File: config.mk
export PLATFORM = sky130hd
export DESIGN_NAME = execution_unit
export DESIGN_NICKNAME = d
export VERILOG_FILES = /design/src/logic/eu_pkg.sv /design/src/logic/execution_unit.sv /design/src/logic/move_executor.sv /design/src/logic/register_file.sv /design/src/logic/effective_address.sv /design/src/logic/fetch_sequencer.sv /design/src/logic/instruction_decoder.sv
export SDC_FILE = /design/constraint.sdc
export NUM_CORES = 1
export LEC_CHECK = 0
export ABC_AREA = 1
export BUFFER_PORTS_ARGS = -buffer_cell sky130_fd_sc_hd__buf_2
export CAP_MARGIN = 20
export CORE_MARGIN = 8
export CORE_UTILIZATION = 40
export CTS_BUF_LIST = sky130_fd_sc_hd__clkbuf_16
export CTS_CLUSTER_SIZE = 24
export DETAILED_ROUTE_END_ITERATION = 8
export GPL_ROUTABILITY_DRIVEN = 0
export SYNTH_ARGS = -nofsm -noshare
export SYNTH_HDL_FRONTEND = slang
export SYNTH_SLANG_ARGS = --single-unit
File: constraint.sdc
create_clock -name clk -period 6 [get_ports clk]
set_clock_uncertainty 0.05 [all_clocks]
set_input_delay 1.2 -clock clk [delete_from_list [all_inputs] [get_ports clk]]
set_output_delay 1.2 -clock clk [all_outputs]
set_load 0.05 [all_outputs]
File: src/logic/eu_pkg.sv
package eu_pkg;

    // plain widths of the 16-bit machine
    typedef logic [7:0]  byte_t;
    typedef logic [15:0] word_t;
    typedef logic [19:0] phys_addr_t;

    // word ids: aw cw dw bw sp bp ix iy
    // byte ids: 0-3 low halves, 4-7 high halves of aw cw dw bw
    typedef logic [2:0]  reg_id_t;

    // es cs ss ds
    typedef logic [1:0]  seg_id_t;

    // segment n sits in bits [16*n +: 16]
    typedef logic [63:0] seg_file_t;

    // registers the address modes refer to
    localparam reg_id_t RID_BW = 3'd3;
    localparam reg_id_t RID_BP = 3'd5;
    localparam reg_id_t RID_IX = 3'd6;
    localparam reg_id_t RID_IY = 3'd7;

    localparam seg_id_t SEG_SS = 2'd2;
    localparam seg_id_t SEG_DS = 2'd3;

    // HOLD means a complete instruction is waiting for the executor
    typedef enum logic [2:0]
    {
        OPCODE    = 3'd0,
        MODRM     = 3'd1,
        DISP_LOW  = 3'd2,
        DISP_HIGH = 3'd3,
        IMM_LOW   = 3'd4,
        IMM_HIGH  = 3'd5,
        HOLD      = 3'd6
    } fetch_state_e;

    typedef enum logic [1:0]
    {
        IDLE      = 2'd0,
        BUS_REQ   = 2'd1,
        READ_WAIT = 2'd2,
        DONE      = 2'd3
    } exec_state_e;

    // an IMM destination marks an opcode with no effect
    typedef enum logic [1:0]
    {
        REG = 2'd0,
        MEM = 2'd1,
        IMM = 2'd2
    } operand_kind_e;

    typedef struct packed
    {
        logic          need_modrm;
        logic          need_disp;
        logic          disp_word;
        logic          need_imm;
        logic          imm_word;
        logic          is_word;
        // reg_field names the destination, the rm register the source
        logic          reg_is_dst;
        operand_kind_e src_kind;
        operand_kind_e dst_kind;
        reg_id_t       reg_field;
    } decode_info_t;

    typedef struct packed
    {
        byte_t        opcode;
        byte_t        modrm;
        word_t        disp;
        word_t        imm;
        decode_info_t info;
    } instr_t;

    typedef struct packed
    {
        logic       write;
        logic       is_word;
        phys_addr_t addr;
        word_t      wdata;
    } bus_req_t;

endpackage
File: src/logic/execution_unit.sv
module execution_unit
(
    input  logic              clk,
    input  logic              reset,
    input  eu_pkg::byte_t     queue_data,
    input  logic              queue_valid,
    output logic              queue_ready,
    input  eu_pkg::seg_file_t seg_regs,
    output eu_pkg::bus_req_t  bus_req,
    output logic              bus_req_valid,
    input  logic              bus_req_ready,
    input  eu_pkg::word_t     bus_rdata,
    input  logic              bus_rvalid,
    output logic              instruction_done
);
    import eu_pkg::*;

    // fetch to execute handoff
    instr_t     instr;
    logic       instr_valid;
    logic       instr_ready;

    // address path
    phys_addr_t phys_addr;
    reg_id_t    base_id;
    reg_id_t    index_id;
    word_t      base_val;
    word_t      index_val;

    // register file ports
    reg_id_t    read_id;
    logic       read_word;
    word_t      read_data;
    logic       we;
    reg_id_t    write_id;
    logic       write_word;
    word_t      write_data;

    fetch_sequencer fetch0
    (
        .clk(clk),
        .reset(reset),
        .queue_data(queue_data),
        .queue_valid(queue_valid),
        .queue_ready(queue_ready),
        .instr(instr),
        .instr_valid(instr_valid),
        .instr_ready(instr_ready)
    );

    // address is formed from the instruction offered for handoff
    effective_address ea0
    (
        .modrm(instr.modrm),
        .disp(instr.disp),
        .disp_word(instr.info.disp_word),
        .seg_regs(seg_regs),
        .base_val(base_val),
        .index_val(index_val),
        .base_id(base_id),
        .index_id(index_id),
        .phys_addr(phys_addr)
    );

    register_file regs0
    (
        .clk(clk),
        .reset(reset),
        .we(we),
        .write_id(write_id),
        .write_word(write_word),
        .write_data(write_data),
        .read_id(read_id),
        .read_word(read_word),
        .read_data(read_data),
        .base_id(base_id),
        .index_id(index_id),
        .base_val(base_val),
        .index_val(index_val)
    );

    move_executor exec0
    (
        .clk(clk),
        .reset(reset),
        .instr(instr),
        .instr_valid(instr_valid),
        .instr_ready(instr_ready),
        .phys_addr(phys_addr),
        .read_id(read_id),
        .read_word(read_word),
        .read_data(read_data),
        .we(we),
        .write_id(write_id),
        .write_word(write_word),
        .write_data(write_data),
        .bus_req(bus_req),
        .bus_req_valid(bus_req_valid),
        .bus_req_ready(bus_req_ready),
        .bus_rdata(bus_rdata),
        .bus_rvalid(bus_rvalid),
        .instruction_done(instruction_done)
    );

endmodule

File: src/logic/move_executor.sv
module move_executor
(
    input  logic               clk,
    input  logic               reset,
    input  eu_pkg::instr_t     instr,
    input  logic               instr_valid,
    output logic               instr_ready,
    input  eu_pkg::phys_addr_t phys_addr,
    output eu_pkg::reg_id_t    read_id,
    output logic               read_word,
    input  eu_pkg::word_t      read_data,
    output logic               we,
    output eu_pkg::reg_id_t    write_id,
    output logic               write_word,
    output eu_pkg::word_t      write_data,
    output eu_pkg::bus_req_t   bus_req,
    output logic               bus_req_valid,
    input  logic               bus_req_ready,
    input  eu_pkg::word_t      bus_rdata,
    input  logic               bus_rvalid,
    output logic               instruction_done
);
    import eu_pkg::*;

    exec_state_e state;
    instr_t      instr_q;
    phys_addr_t  addr_q;
    instr_t      cur;
    reg_id_t     rm_id;
    logic        mem_op;
    word_t       src_val;

    // in IDLE work on the instruction being offered, else on the held one
    assign cur = (state == IDLE) ? instr : instr_q;
    assign rm_id = cur.modrm[2:0];
    assign mem_op = (cur.info.src_kind == MEM) || (cur.info.dst_kind == MEM);

    assign instr_ready = (state == IDLE);

    // register operands, the one not named by reg_field is the rm register
    assign read_id = cur.info.reg_is_dst ? rm_id : cur.info.reg_field;
    assign write_id = cur.info.reg_is_dst ? cur.info.reg_field : rm_id;
    assign read_word = cur.info.is_word;
    assign write_word = cur.info.is_word;

    assign src_val = (cur.info.src_kind == IMM) ? cur.imm : read_data;
    assign write_data = (state == READ_WAIT) ? bus_rdata : src_val;

    // register-only moves write on the accepting edge, reads on the response
    assign we = ((state == IDLE) && instr_valid && !mem_op && (cur.info.dst_kind == REG))
             || ((state == READ_WAIT) && bus_rvalid);

    always_comb
    begin
        bus_req.write = (cur.info.dst_kind == MEM);
        bus_req.is_word = cur.info.is_word;
        bus_req.addr = addr_q;
        bus_req.wdata = src_val;
    end

    assign bus_req_valid = (state == BUS_REQ);
    assign instruction_done = (state == DONE);

    always_ff @(posedge clk)
    begin
        if (reset)
            state <= IDLE;
        else
        begin
            case (state)
                IDLE:
                    if (instr_valid)
                        state <= mem_op ? BUS_REQ : DONE;
                BUS_REQ:
                    // a write is finished once the bus takes it
                    if (bus_req_ready)
                        state <= bus_req.write ? DONE : READ_WAIT;
                READ_WAIT:
                    if (bus_rvalid)
                        state <= DONE;
                default:
                    state <= IDLE;
            endcase
        end
    end

    // address is taken while the registers it came from are current
    always_ff @(posedge clk)
    begin
        if (instr_ready && instr_valid)
        begin
            instr_q <= instr;
            addr_q <= phys_addr;
        end
    end

    assert property (@(posedge clk) disable iff (reset)
        bus_req_valid && !bus_req_ready |=> bus_req_valid && $stable(bus_req));

    // the bus answers only an accepted read
    assert property (@(posedge clk) disable iff (reset)
        bus_rvalid |-> (state == READ_WAIT));

endmodule

File: src/logic/register_file.sv
module register_file
(
    input  logic            clk,
    input  logic            reset,
    input  logic            we,
    input  eu_pkg::reg_id_t write_id,
    input  logic            write_word,
    input  eu_pkg::word_t   write_data,
    input  eu_pkg::reg_id_t read_id,
    input  logic            read_word,
    output eu_pkg::word_t   read_data,
    input  eu_pkg::reg_id_t base_id,
    input  eu_pkg::reg_id_t index_id,
    output eu_pkg::word_t   base_val,
    output eu_pkg::word_t   index_val
);
    import eu_pkg::*;

    word_t   regs [8];
    reg_id_t write_pair;
    reg_id_t read_pair;

    // byte ids map onto aw cw dw bw
    assign write_pair = {1'b0, write_id[1:0]};
    assign read_pair = {1'b0, read_id[1:0]};

    always_ff @(posedge clk)
    begin
        if (reset)
        begin
            for (int i = 0; i < 8; i++)
                regs[i] <= '0;
        end
        else if (we)
        begin
            if (write_word)
                regs[write_id] <= write_data;
            // byte write touches one half only
            else if (write_id[2])
                regs[write_pair][15:8] <= write_data[7:0];
            else
                regs[write_pair][7:0] <= write_data[7:0];
        end
    end

    // byte reads come back zero-extended
    assign read_data = read_word ? regs[read_id]
                     : (read_id[2] ? {8'h00, regs[read_pair][15:8]}
                                   : {8'h00, regs[read_pair][7:0]});

    // address port, always full words
    assign base_val = regs[base_id];
    assign index_val = regs[index_id];

endmodule

File: src/logic/effective_address.sv
module effective_address
(
    input  eu_pkg::byte_t      modrm,
    input  eu_pkg::word_t      disp,
    input  logic               disp_word,
    input  eu_pkg::seg_file_t  seg_regs,
    input  eu_pkg::word_t      base_val,
    input  eu_pkg::word_t      index_val,
    output eu_pkg::reg_id_t    base_id,
    output eu_pkg::reg_id_t    index_id,
    output eu_pkg::phys_addr_t phys_addr
);
    import eu_pkg::*;

    logic [1:0] mod;
    logic [2:0] rm;
    logic       direct;
    logic       use_base;
    logic       use_index;
    word_t      disp_ext;
    word_t      offset;
    seg_id_t    seg_id;
    word_t      seg_val;

    assign mod = modrm[7:6];
    assign rm = modrm[2:0];
    assign direct = (mod == 2'b00) && (rm == 3'b110);

    // rm 0-3 add base and index while 4-5 take the index and 6-7 the base alone
    // bp serves rm 010, 011 and 110, bw the rest
    assign base_id = (rm[1] && !(rm[2] && rm[0])) ? RID_BP : RID_BW;
    assign index_id = rm[0] ? RID_IY : RID_IX;
    assign use_base = !rm[2] || (rm[1] && !direct);
    assign use_index = !(rm[2] && rm[1]);

    // byte displacement is signed
    assign disp_ext = disp_word ? disp : {{8{disp[7]}}, disp[7:0]};

    // offset wraps at 16 bits
    // mod 00 carries no displacement unless direct
    assign offset = (use_base ? base_val : 16'h0000)
                  + (use_index ? index_val : 16'h0000)
                  + (((mod != 2'b00) || direct) ? disp_ext : 16'h0000);

    // bp-based modes go through ss
    assign seg_id = (use_base && (base_id == RID_BP)) ? SEG_SS : SEG_DS;
    assign seg_val = seg_regs[16 * seg_id +: 16];

    // segment times 16 plus offset wrapping at 1 MB
    assign phys_addr = {seg_val, 4'h0} + {4'h0, offset};

endmodule

File: src/logic/fetch_sequencer.sv
module fetch_sequencer
(
    input  logic           clk,
    input  logic           reset,
    input  eu_pkg::byte_t  queue_data,
    input  logic           queue_valid,
    output logic           queue_ready,
    output eu_pkg::instr_t instr,
    output logic           instr_valid,
    input  logic           instr_ready
);
    import eu_pkg::*;

    fetch_state_e state;
    fetch_state_e next_state;
    byte_t        opcode_q;
    byte_t        modrm_q;
    word_t        disp_q;
    word_t        imm_q;
    byte_t        dec_opcode;
    byte_t        dec_modrm;
    decode_info_t info;

    // the decoder looks at the byte on the queue while it is being taken
    assign dec_opcode = (state == OPCODE) ? queue_data : opcode_q;
    assign dec_modrm = (state == MODRM) ? queue_data : modrm_q;

    instruction_decoder decoder0
    (
        .opcode(dec_opcode),
        .modrm(dec_modrm),
        .info(info)
    );

    always_comb
    begin
        case (state)
            OPCODE:
                next_state = info.need_modrm ? MODRM : (info.need_imm ? IMM_LOW : HOLD);
            MODRM:
                next_state = info.need_disp ? DISP_LOW : (info.need_imm ? IMM_LOW : HOLD);
            DISP_LOW:
                next_state = info.disp_word ? DISP_HIGH : (info.need_imm ? IMM_LOW : HOLD);
            DISP_HIGH:
                next_state = info.need_imm ? IMM_LOW : HOLD;
            IMM_LOW:
                next_state = info.imm_word ? IMM_HIGH : HOLD;
            IMM_HIGH:
                next_state = HOLD;
            default:
                next_state = instr_ready ? OPCODE : HOLD;
        endcase
    end

    always_ff @(posedge clk)
    begin
        if (reset)
            state <= OPCODE;
        else if ((state == HOLD) || queue_valid)
            state <= next_state;
    end

    // low bytes clear the high half so byte operands read zero-extended
    always_ff @(posedge clk)
    begin
        if (queue_valid && queue_ready)
        begin
            case (state)
                OPCODE:    opcode_q <= queue_data;
                MODRM:     modrm_q <= queue_data;
                DISP_LOW:  disp_q <= {8'h00, queue_data};
                DISP_HIGH: disp_q[15:8] <= queue_data;
                IMM_LOW:   imm_q <= {8'h00, queue_data};
                IMM_HIGH:  imm_q[15:8] <= queue_data;
                default:   ;
            endcase
        end
    end

    assign queue_ready = (state != HOLD);
    assign instr_valid = (state == HOLD);
    assign instr = '{opcode: opcode_q, modrm: modrm_q, disp: disp_q, imm: imm_q, info: info};

    // handoff payload held until the executor takes it
    assert property (@(posedge clk) disable iff (reset)
        instr_valid && !instr_ready |=> instr_valid && $stable(instr));

endmodule

File: src/logic/instruction_decoder.sv
module instruction_decoder
(
    input  eu_pkg::byte_t        opcode,
    input  eu_pkg::byte_t        modrm,
    output eu_pkg::decode_info_t info
);
    import eu_pkg::*;

    logic [1:0]    mod;
    logic [2:0]    rm;
    logic          direct;
    operand_kind_e rm_kind;

    assign mod = modrm[7:6];
    assign rm = modrm[2:0];

    // mod 00 with rm 110 carries a bare 16-bit address
    assign direct = (mod == 2'b00) && (rm == 3'b110);

    // mod 11 names a register, anything else is memory
    assign rm_kind = (mod == 2'b11) ? REG : MEM;

    always_comb
    begin
        // unknown opcode: one byte, nothing written
        info = '0;
        info.src_kind = IMM;
        info.dst_kind = IMM;
        info.is_word = opcode[0];
        info.reg_field = modrm[5:3];

        if (opcode[7:2] == 6'b100010)
        begin
            // 88/89 and 8a/8b, bit 1 is the direction
            info.need_modrm = 1'b1;
            info.reg_is_dst = opcode[1];
            if (opcode[1])
            begin
                info.src_kind = rm_kind;
                info.dst_kind = REG;
            end
            else
            begin
                info.src_kind = REG;
                info.dst_kind = rm_kind;
            end
        end
        else if (opcode[7:4] == 4'hb)
        begin
            // b0-bf, register and width sit in the opcode itself
            info.is_word = opcode[3];
            info.reg_field = opcode[2:0];
            info.reg_is_dst = 1'b1;
            info.need_imm = 1'b1;
            info.imm_word = opcode[3];
            info.src_kind = IMM;
            info.dst_kind = REG;
        end
        else if (opcode[7:1] == 7'b1100011)
        begin
            // c6/c7, reg field of modrm is ignored
            info.need_modrm = 1'b1;
            info.need_imm = 1'b1;
            info.imm_word = opcode[0];
            info.src_kind = IMM;
            info.dst_kind = rm_kind;
        end

        // displacement only follows a modrm that names memory
        if (info.need_modrm && (rm_kind == MEM))
        begin
            info.need_disp = (mod != 2'b00) || direct;
            info.disp_word = (mod == 2'b10) || direct;
        end
    end

endmodule

# Word level (Yosys, flattened, before mapping)
# Memory sizes are Yosys's and may differ from the RTL's.
# Cells that the tools add are included.
word_totals:
  ff_bits: 122
  ramBits: 128
  in_bits: 93
  out_inout_bits: 41
  word_cells: 160
  n_memories: 1
memory_table:
  columns: ["memory", "words", "width", "rd", "rd_ports_with_merged_regs", "write_ports", "line", "rtl"]
  rows:
  - ["regs0.regs", 8, 16, 4, 0, 8, "register_file.sv:19", "word_t regs [8];"]
classes:
  addsub: 3
  eq_ne: 25
  shifts: 1
  n_mux: 68
  reduce_logical: 40
op_table:
  columns: ["cell", "count"]
  rows:
  - ["$mux 16", 9]
  - ["$shiftx 64x7->16", 1]
  - ["$mux 49", 1]
  - ["$mux 3", 13]
  - ["$add 16x16->16", 2]
  - ["$pmux 8 s2", 2]
  - ["$reduce_or 16->1", 2]
  - ["$mux 2", 13]
  - ["$mux 1", 24]
  - ["$mux 8", 3]
  - ["$add 20x16->20", 1]
  - ["$eq 3x3->1 const B", 6]
  - ["$pmux 3 s6", 1]
  - ["$logic_and 1x1->1", 13]
  - ["$eq 2x2->1 const B", 5]
  - ["$logic_not 2->1", 4]
  - ["$reduce_and 2->1", 4]
  - ["$reduce_bool 2->1", 4]
  - ["$eq 7x7->1 const B", 1]
  - ["$logic_or 1x1->1", 7]
  - ["$eq 2x1->1 const B", 3]
  - ["$eq 3x2->1 const B", 2]
  - ["$eq 6x6->1 const B", 1]
  - ["$pmux 2 s3", 1]
  - ["10 further kinds", 14]

# Longest topological paths before layout
# Gate-level depths: netlist of the first run.
depth:
  depth_word: 21
  ltp_mapped: 36
  mapped_depth_nobuf: 34

# Modules after synthesis
# Synthesis of the first run repeated with hierarchy kept, for this count alone.
unflattened:
  cells_unflattened: 2028
  hier_area_um2: 15874.0
modules_own_cells:
  columns: ["module", "instances", "cells_each", "area_per_inst_um2", "seq_area_each_um2"]
  rows:
  - ["register_file", 1, 1180, 8608.3, 3843.7]
  - ["move_executor", 1, 250, 2537.4, 1481.4]
  - ["effective_address", 1, 378, 2359.8, 0.0]
  - ["fetch_sequencer", 1, 173, 2118.3, 1501.4]
  - ["instruction_decoder", 1, 47, 250.2, 0.0]

# Least setup slack after synthesis of the first run
# OpenSTA, ideal clock, no wires.
synth_timing:
  path_kind: "input to register"
  from: "input port queue_data[5]"
  to: "register exec0.addr_q[19] (data pin)"
  setup_time_ps: 261
  t_arrival_ps: 5179
  required_ps: 5689
  slack_ps: 510
  cell_stages: 32
  n_path_buf: 0
  path_cell_list: "inv_1 nand3_1 nand2_1 nand2_1 nor2_2 nand2_1 nand2_2 nand2_1 inv_1 nand2_1 nand2_1 nand2_1 fa_1 inv_1 ha_1 nand4_1 o221ai_1 nand2_1 nand2_1 nand2_1 nand2_1 xor2_1 inv_1 ha_1 nand2_1 o21ai_0 a21oi_1 o21bai_1 nand2_1 nand2_1 nand3b_1 xor2_1"
synth_between:
  elab_chain_cells: 11
synth_lines:
  columns: ["element", "line", "rtl"]
  rows:
  - ["start: declaration", "execution_unit.sv:5", "input eu_pkg::byte_t queue_data,"]
  - ["$mux 8 (*)", "fetch_sequencer.sv:25", "assign dec_opcode = (state == OPCODE) ? queue_data : opcode_q;"]
  - ["$eq 7x7->1", "instruction_decoder.sv:59", "else if (opcode[7:1] == 7'b1100011)"]
  - ["$mux 1", "instruction_decoder.sv:59", null]
  - ["$mux 1", "instruction_decoder.sv:48", "else if (opcode[7:4] == 4'hb)"]
  - ["$mux 1 (*)", "instruction_decoder.sv:32", "if (opcode[7:2] == 6'b100010)"]
  - ["$logic_and 1x1->1 (*)", "instruction_decoder.sv:70", "if (info.need_modrm && (rm_kind == MEM))"]
  - ["$mux 2 (*)", "instruction_decoder.sv:70", null]
  - ["$mux 16 (*)", "effective_address.sv:37", "assign disp_ext = disp_word ? disp : {{8{disp[7]}}, disp[7:0]};"]
  - ["$mux 16 (*)", "effective_address.sv:43", "+ (((mod != 2'b00) || direct) ? disp_ext : 16'h0000);"]
  - ["$add 16x16->16 (*)", "effective_address.sv:43", null]
  - ["$add 20x16->20 (*)", "effective_address.sv:50", "assign phys_addr = {seg_val, 4'h0} + {4'h0, offset};"]
  - ["net ea0.phys_addr[19]", "effective_address.sv:11", "output eu_pkg::phys_addr_t phys_addr"]
  - ["end signal: assignment", "move_executor.sv:93", "addr_q <= phys_addr;"]
  - ["end: declaration", "move_executor.sv:27", "phys_addr_t addr_q;"]
# Mark *: on every way through the listed nets, which the timed path passes. The rest lies on a longest branch.
# A chain may end at the register's enable or synchronous reset.

==> results.toml, run 1 <==
[outcome]
outcome = "finished clean"

[final_layout]
fin_nets = 1777
syn_to_final_growth_pct = 14.2
drive_gt1_share_pct = 16.6
design_area_um2 = 15400
antenna_cells = 0
most-common-layout-cells = "nand2_1 (335), edfxtp_1 (224), nor2_1 (194)"
final_common_cell = "nand2_1"

[sta]
finalHoldViolCount = 0
slew-limit-headroom_pct = 43.1
fin_tns_setup_ns = 0
fmax_ghz = 0.177
rsz0062_at_grt = "false"
worst-slew-pin-transition_ns = 0.853
setup_violations = 0
fin_crit_sh_pct = 94.2
slew_violations = 0
period_needed_ns = 5.65

[die]
num_io_pins = 134
dieArea_um2 = 39900
dieWidth_um = 200
initial_core_util_pct = 40.5
die_h_um = 200
core_region_area_um2 = 33400
rows = 67

[global_routing]
grt-ovfl-total = 0
grt.total_usage_pct = 19.8
antenna_found_initial = 0
grt_max_degree = 48
grt_pass1_wl_um = 59500
grt_pass1_vias = 10400

[job]
maxCapViolations = 0

[synthesis]
ys_warn_count = 0
synth-compound-area-share_pct = 8.23
synth_area_um2 = 13500
muxShareOfSynthArea_pct = 1.95
synth_adder_area_share_pct = 5.30
ys_seq_area_share_pct = 50.5
synth_top_family_by_area = "simple AND/OR/NAND/NOR gates"
synth-simple-area-share_pct = 24.0
syn_inst = 1520
synthFlopType = "edfxtp_1"
synth_seq_cells = 229
synth_xor_area_share_pct = 1.95
ys_async_sr_fraction_pct = 0
synth_edf_count = 224
synth_nets = 1660
synth_cell_types = 45
synth.avg_cell_area_um2 = 8.89

[route]
drc = 0
drtIter0Drc = 1186
totalWireLength_um = 40200
num_vias = 11000
vias_per_cell = 5.21
ant_nets = 0
post_drt_wl_per_cell_um = 19.1
dr.pass1.iters = 8

[critical_path]
setup.worst_path.class = "input port to output port"
critPathArrivalTime_ns = 4.40
critPathCaptureType = "output port"
crit_top_cell = "nand3_1"
required_ns = 4.75
crit_chain = "buf_2, inv_1, nand3_1, nand2_1, nand2_1, nor2_2, buf_4, nand3_2, nand3_4, nand2_4, nand2_4, nand2_2, buf_12, buf_4, nand2_1, nand3_1, nand3_1, nand3_1, a21boi_0, buf_4, buf_2"
crit_path_max_fanout = 34
slowest_stage = "a21boi_0"
cpPeakStageDelay_ns = 0.41
cp-start-kind = "input port"

[place]
io_buffers = 101
dpl_cell_area_um2 = 14600
hpwl_um = 30200

[power_and_ir_drop]
peakVddDrop_v = 0.000774
leakagePower_nw = 6.77
p_per_area_nw_per_um2 = 614

[clocking]
clockRootBuffer = "clkbuf_16"
insertion_delay_ns = 0.54
htreeDepth = 1
cts.sinks = 229
cts_tree = "yes"
clk_path_buf_depth = 3
cts-buffers-inserted = 26
clkTransAtPathRegs_ns = 0.06

[min_path]
worstHoldPathType = "flop to flop"
where the power goes:
part | internal (mW) | switching (mW) | leakage, nW
clock | 0.893 | 0.646 | 0.418
sequential | 1.94 | 0.0440 | 2.25
combinational | 1.57 | 4.39 | 4.10
cell families after synthesis:
kind of cell	after synthesis
DFF	229
muxes	24
xor gates and xnor gates	30
AOI/OAI and AO/OA	191
adders and majority gates	47
buffers and inverters	254
and+or+nand+nor	745
cells in the mapped netlist (11+ instances only):
cell / instances / area share (%)
a21oi_1: 73 / 2.7
or2_2: 12 / 0.56
edfxtp_1: 224 / 50
inv_1: 188 / 5.2
ha_1: 30 / 2.8
nand2_2: 16 / 0.74
clkbuf_1: 17 / 0.47
fa_1: 17 / 2.5
xor2_1: 21 / 1.4
nand3_1: 158 / 5.9
mux2_2: 19 / 1.6
buf_2: 17 / 0.63
nand2_4: 11 / 0.92
nor2_1: 195 / 5.4
nand2_1: 335 / 9.3
o21ai_0: 66 / 2.4
final cells by class:
class	instances	area, um^2
fillers	3255	17900
repair buffers	146	868
multi-input cells	1037	5610
flip-flops and latches	229	6830
inverters	197	739
clock inverters	20	138
clock buffers	27	676
well taps	448	561
path summary, 6_finish.rpt:
kind	start	end	slack (ns)	cells after the start
worst max register to register	fetch0.state[1]$_SDFFE_PP0P_	exec0.addr_q[19]$_DFFE_PP_	0.60	31
worst min-delay path	fetch0.imm_q[11]$_SDFFCE_PN0P_	exec0.instr_q[25]$_DFFE_PP_	0.40	0
worst min register to register	fetch0.imm_q[11]$_SDFFCE_PN0P_	exec0.instr_q[25]$_DFFE_PP_	0.40	0
worst max-delay path	queue_data[5]	bus_req[0]	0.35	21
critical path, delay by kind of cell:
family,cells,cell delay [ns]
buf+inv,7,1.16
simple gates,13,1.60
compound gates,1,0.41
what timing repair did:
action,4_1_cts,5_1_grt
hold buffers,0,0
buffers inserted,0,3
endpoints found under the setup margin,0,1
resized for setup,0,1
per-stage QoR:
stage	std cells	hold WS (ns)	total power [mW]	setup WS, ns	utilization, %
6_report	2104	0.395	9.48	0.345	46.2
3_5_place_dp	2054	0.384	7.86	0.0520	43.7
4_1_cts	2101	0.397	9.41	0.342	46.1
3_3_place_gp	2054	0.379	7.82	0.126	43.7
2_1_floorplan	1520	0.368	6.11	0.510	-
5_1_grt	2104	0.402	9.98	0.104	46.2
registers in the layout, indices dropped and copies added, names as in the netlist:
register         count
exec0.addr_q        20
exec0.instr_q       28
exec0.state          2
fetch0.disp_q       16
fetch0.imm_q        16
fetch0.modrm_q       8
fetch0.opcode_q      8
fetch0.state         3
regs0.regs         128
metal layers:
metal / up-vias / GRT usage (%) / share of wire [%]
met5: - / 0 / 0
met4: 0 / 6.24 / 3.5
met3: 90 / 4.24 / 8.1
met2: 464 / 32.6 / 46
met1: 5153 / 25.8 / 43
li1: 5252 / - / -
Power figures use the tool's default switching activity.
==> inputs of run 2 (changes only) <==
BUFFER_PORTS_ARGS = -buffer_cell sky130_fd_sc_hd__buf_4   (was -buffer_cell sky130_fd_sc_hd__buf_2)
clock period = 6.3 ns   (was 6 ns; I/O delays follow)
==> run 2 against run 1 <==
Effect of this change: sequential share of layout area fell by 0.42 points; flip-flop and latch count did not move; design area rose by 0.95%; via count fell by 1.5%; highest routed layer is now met5; critical endpoint is now bus_req[4]; setup slack improved by 0.076 ns; hold slack got worse by 0.0027 ns.
==> results.toml, run 2 (synthesized netlist as in run 1, its figures left out) <==
[final_layout]
reg.largest.list = "regs0.regs x128, exec0.instr_q x28, exec0.addr_q x20"
fin_cells = 2086
design_area_um2 = 15600
fin_nets = 1761
drive_gt1_share_pct = 15.9
regMostFlops = "regs0.regs"
post-route-util_pct = 46.7
final_common_cell = "nand2_1"
antenna_cells = 0
most-common-layout-cells = "nand2_1 (335), edfxtp_1 (224), inv_1 (194), nor2_1 (194), nand3_1 (158)"
nFillCells = 3222
largest_reg_flops = 128
syn_to_final_growth_pct = 15.2

[place]
dpl_cell_area_um2 = 14700
dp_slack_ns = 0.267
hpwl_um = 29900
io_buffers = 101
place_inst = 2041

[min_path]
holdCritStartpoint = "fetch0.imm_q[8]$_SDFFCE_PN0P_"
worstHoldPathType = "flop to flop"

[clocking]
cts_tree = "yes"
clkTransAtPathRegs_ns = 0.06
post_cts_buffers = 0
postCtsHoldBufs = 0
htreeDepth = 1
cts.sinks = 229
cts-resized-gates = 0
insertion_delay_ns = 0.54
clk_path_buf_depth = 3
clockRootBuffer = "clkbuf_16"
cts-buffers-inserted = 26

[critical_path]
r2r-start = "fetch0.state[1]$_SDFFE_PP0P_"
cp-start-kind = "input port"
crit_top_cell = "nand3_1"
critPathCaptureType = "output port"
required_ns = 4.99
crit_chain = "buf_4, inv_1, nand3_1, nand2_2, nand2_1, nor2_2, nand3_2, nand3_4, nand2_4, nand2_4, nand2_2, buf_4, nand2_1, nand3_1, nand3_1, nand3_1, a21boi_0, buf_4"
setup.worst_path.class = "input port to output port"
crit_start = "queue_data[2]"
crit_path_max_fanout = 24
slowest_stage = "a21boi_0"
cpPeakStageDelay_ns = 0.38
critPathArrivalTime_ns = 4.57

[global_routing]
grt_max_degree = 56
grt_pass1_vias = 10400
grt.total_usage_pct = 19.7
grt-ovfl-total = 0
grt_pass1_wl_um = 59900
antenna_found_initial = 1

[power_and_ir_drop]
internal_power_mw = 4.30
leakagePower_nw = 6.80
switching_share_pct = 52.3
peakVddDrop_v = 0.000557
combPwrFrac_pct = 61.8
p_clk_share_pct = 17.2
p_per_area_nw_per_um2 = 578
power_mw = 9.00
sequentialPowerShare_pct = 21.0
switching_power_mw = 4.70

[sta]
fin_tns_setup_ns = 0
fmax_ghz = 0.170
setup_violations = 0
finalHoldWorstSlack_ns = 0.392
worst-slew-pin-transition_ns = 0.852
finalHoldViolCount = 0
fin_crit_sh_pct = 93.3
period_needed_ns = 5.88
worst_slack_ns = 0.421
rsz0062_at_grt = "false"
slew_violations = 0
slew-limit-headroom_pct = 43.2

[die]
rows = 67
initial_core_util_pct = 40.5
die_h_um = 200
dieArea_um2 = 39900
core_region_area_um2 = 33400
num_io_pins = 134
dieWidth_um = 200

[outcome]
outcome = "finished clean"

[route]
vias_per_cell = 5.18
ant_nets = 0
post_drt_wl_per_cell_um = 19.0
drc = 0
dr.pass1.iters = 5
num_vias = 10800
totalWireLength_um = 39600
drtIter0Drc = 1204

[job]
maxCapViolations = 0
## run 2: cell count changes in the layout (fill, tap and decap cells not counted)
cell and change:
buf_4 +87, bufinv_16 +2, a21oi_2 +1, clkinvlp_4 -1, buf_2 -101, inv_6 +1
buf_12 -2, clkinv_1 -5, inv_1 +1, a21oi_4 -1
## run 2: power groups by stage
stage	logic [mW]	clock network, mW	registers [mW]
after global routing	6.02	1.61	1.90
after floorplan	3.86	0	1.96
final	5.57	1.55	1.89
after detailed placement	5.52	0	1.92
after CTS	5.54	1.56	1.89
after global placement	5.49	0	1.91
## run 2: layout make-up
type                    instances  area [um^2]  area share [%]
clock inverters                18          184            1.18
flip-flops and latches        229         6830            43.9
repair buffers                130          976            6.27
multi-input cells            1037         5610            36.0
well taps                     448          561            3.60
clock buffers                  27          676            4.34
inverters                     197          739            4.75
## run 2: per-layer routing
metal | track usage, % | vias up | routed length [um]
met5 | 0 | - | 13
li1 | - | 5216 | -
met3 | 3.02 | 55 | 3380
met2 | 32.4 | 465 | 18400
met4 | 6.40 | 2 | 1090
met1 | 26.4 | 5061 | 16700
## run 2: path summary, 6_finish.rpt
kind,depth (start not counted),end,slack [ns]
max,18,bus_req[4],0.42
min,0,exec0.instr_q[22]$_DFFE_PP_,0.39
max reg2reg,30,exec0.addr_q[19]$_DFFE_PP_,0.64
min reg2reg,0,exec0.instr_q[22]$_DFFE_PP_,0.39
## run 2: critical path, delay by kind of cell
family / cells / cell delay, ns
simple gates: 13 / 1.94
compound gates: 1 / 0.38
buf+inv: 4 / 0.95
==> inputs of run 3 (changes only) <==
SYNTH_HIERARCHICAL = 1   (was default)
==> run 3 against run 2 <==
Effect of this change: final cell count grew 27%; combinational power is essentially flat; synthesized area grew 18%; critical endpoint is now bus_req[9]; largest cell class is now multi-input combinational cells; count of clock-buffer cells in the layout shrank 1; sequential share of layout area shrank 6.2 points; utilization shrank 0.71 points; register-to-register slack lost 0.11 ns; hold slack gained 0.014 ns; non-clock buffer count grew 37; largest power group unchanged; via count grew 35%; sequential power is essentially flat.
==> results.toml, run 3 <==
[outcome]
outcome = "finished clean"

[final_layout]
final_common_cell = "nand2_1"
largest_reg_flops = 128
post-route-util_pct = 45.9
nFillCells = 3877
syn_to_final_growth_pct = 14.2
most-common-layout-cells = "nand2_1 (583), edfxtp_1 (224), o21ai_0 (198)"
regMostFlops = "regs0/regs"
drive_gt1_share_pct = 14.8
antenna_cells = 0
final-seq-area_um2 = 6830
fin_nets = 2248
reg.largest.list = "regs0/regs x128, exec0/instr_q x28, exec0/addr_q x20"
multi_input_area_um2 = 7630

[sta]
fin_crit_sh_pct = 93.4
period_needed_ns = 5.88
setup_violations = 0
fin_tns_setup_ns = 0
rsz0062_at_grt = "false"
finalHoldViolCount = 0
slew_violations = 0
fmax_ghz = 0.170
slew-limit-headroom_pct = 44.3
worst-slew-pin-transition_ns = 0.834

[critical_path]
r2r-start = "fetch0/modrm_q[1]$_DFFE_PP_"
critPathArrivalTime_ns = 4.57
crit_buf_inv = 5
required_ns = 4.99
critPathCaptureType = "output port"
reg2regPathDepth = 32
setup.worst_path.class = "flop to output port"
cp_top_family = "simple AND/OR/NAND/NOR gates"
cp-start-kind = "flop"
slowest_stage = "dfxtp_2"
r2r-end = "exec0/addr_q[19]$_DFFE_PN_"
crit_chain = "nor3_2, inv_2, o21ai_2, inv_1, nor2_2, nand3_4, o21ai_1, nand2_1, nand2_2, nor2_1, a21oi_2, inv_1, buf_4, nand3_1, a21oi_1, nor2_1, nand2_1, o21ai_2, buf_4"
reg2reg_slack_ns = 0.53
cpPeakStageDelay_ns = 0.39
crit_path_max_fanout = 16

[power_and_ir_drop]
sequentialPowerShare_pct = 20.8
peakVddDrop_v = 0.000441
switching_power_mw = 4.69
internal_power_mw = 4.46
p_clk_share_pct = 18.4
switching_share_pct = 51.3
p_per_area_nw_per_um2 = 505
leakagePower_nw = 8.05
combPwrFrac_pct = 60.8

[global_routing]
grt-ovfl-total = 0
grt.total_usage_pct = 22.0
grt_pass1_wl_um = 80500
grt_pass1_vias = 14000
antenna_found_initial = 0
grt_max_degree = 88

[job]
maxCapViolations = 0

[synthesis]
syn_inst = 2028
synth.largest_area_cell = "edfxtp_1"
synth_edf_count = 224
ys_warn_count = 6
synth_cell_types = 53
synth.avg_cell_area_um2 = 7.83
ys_seq_area_share_pct = 43.0
yosysTopAreaCellShare_pct = 42.4
synth.top_cells.by_area = "edfxtp_1 (42%), nand2_1 (14%), o21ai_0 (6.3%), inv_1 (4.5%), a21oi_1 (4.3%)"
synthFlopType = "edfxtp_1"
synth_most_common_cell = "nand2_1"
synth_area_um2 = 15900
synth_seq_cells = 229
ys_async_sr_fraction_pct = 0
synthTopCellsByCount = "nand2_1 (584), edfxtp_1 (224), o21ai_0 (199)"

[min_path]
min_to = "exec0/instr_q[21]$_DFFE_PN_"
worstHoldPathType = "flop to flop"
min_delay_path_depth = 0
holdCritStartpoint = "fetch0/imm_q[7]$_DFFE_PP_"

[route]
drtIter0Drc = 1506
drc = 0
vias_per_cell = 5.48
num_vias = 14500
ant_nets = 0
post_drt_wl_per_cell_um = 19.9
totalWireLength_um = 52800
dr.pass1.iters = 6

[place]
hpwl_um = 37700
io_buffers = 101

[die]
die_h_um = 215
dieArea_um2 = 46300
dieWidth_um = 215
rows = 73
initial_core_util_pct = 40.2
core_region_area_um2 = 39500
num_io_pins = 134

[clocking]
cts-buffers-inserted = 26
htreeDepth = 1
clk_path_buf_depth = 3
cts_tree = "yes"
insertion_delay_ns = 0.57
cts.sinks = 229
clockRootBuffer = "clkbuf_16"
clkTransAtPathRegs_ns = 0.06
[run 3: cell count changes after synthesis, moves of 16 or more]
| cell | delta |
|---|---|
| nand3_1 | -80 |
| a21oi_1 | +62 |
| o21ai_0 | +133 |
| o21ai_2 | +20 |
| nand2_1 | +249 |
| mux2_2 | -16 |
| nor3_1 | +69 |
| buf_2 | +20 |
| clkbuf_1 | +25 |
| nor2_1 | -18 |
[run 3: final cells by class]
type / count / share of cell area [%]
clock buffer: 26 / 3.59
clock inverter: 21 / 1.58
inverter: 215 / 4.49
multi-input combinational: 1469 / 42.1
sequential: 229 / 37.7
tap: 525 / 3.62
timing repair buffer: 167 / 6.98
[run 3: what timing repair did]
action | CTS | global route
endpoints found under the setup margin | 0 | 17
hold buffers | 0 | 0
setup buffers | 0 | 3
resized for setup | 0 | 5
[run 3: cell families (layout without fill, tap and decap cells)]
family | count (synthesis) | in the layout | share of synthesized area, %
simple gates | 961 | 961 | 25.8
xor+xnor | 24 | 24 | 1.37
other cells | 1 | 3 | 0.0236
flops | 229 | 229 | 43.0
compound gates | 407 | 407 | 14.1
fa+ha+maj | 47 | 47 | 4.51
buf+inv | 332 | 429 | 9.13
mux | 27 | 27 | 1.98
[run 3: metal layers]
metal	vias up	part of all wire (%)	GRT usage (%)
met2	774	45	35.3
met3	130	9.1	3.15
met5	-	0	0
met1	6748	42	29.6
li1	6876	-	-
met4	0	3.7	8.67
[run 3: power groups by stage]
stage	combinational, mW	sequential (mW)	clock, mW
3_3_place_gp	5.38	1.93	0
5_1_grt	6.02	1.91	1.75
2_1_floorplan	3.66	1.97	0
4_1_cts	5.46	1.90	1.70
6_report	5.57	1.90	1.68
3_5_place_dp	5.43	1.93	0
[run 3: how the worst max path moves through the flow]
stage / from / endpoint / slack, ns / cells after the start
after detailed placement: queue_data[3] / exec0/addr_q[19]$_DFFE_PN_ / 0.26 / 33
after global placement: queue_data[3] / exec0/addr_q[19]$_DFFE_PN_ / 0.30 / 33
after CTS: fetch0/state[0]$_SDFFE_PP0P_ / bus_req[1] / 0.16 / 23
after global routing: fetch0/state[2]$_SDFFE_PP0P_ / bus_req[15] / 0.04 / 21
after floorplan: queue_data[3] / exec0/addr_q[19]$_DFFE_PN_ / 1.04 / 32
final: fetch0/state[2]$_SDFFE_PP0P_ / bus_req[9] / 0.42 / 19
[run 3: metrics by stage]
step | setup WS, ns | total power, mW | cell area [um^2] | hold slack (ns) | cells
6_report | 0.417 | 9.16 | 18100 | 0.407 | 2652
4_1_cts | 0.163 | 9.06 | 18100 | 0.404 | 2649
2_1_floorplan | 1.04 | 5.63 | 15900 | 0.376 | 2030
3_3_place_gp | 0.304 | 7.31 | 17200 | 0.383 | 2602
3_5_place_dp | 0.258 | 7.37 | 17200 | 0.390 | 2602
5_1_grt | 0.0402 | 9.69 | 18100 | 0.408 | 2652
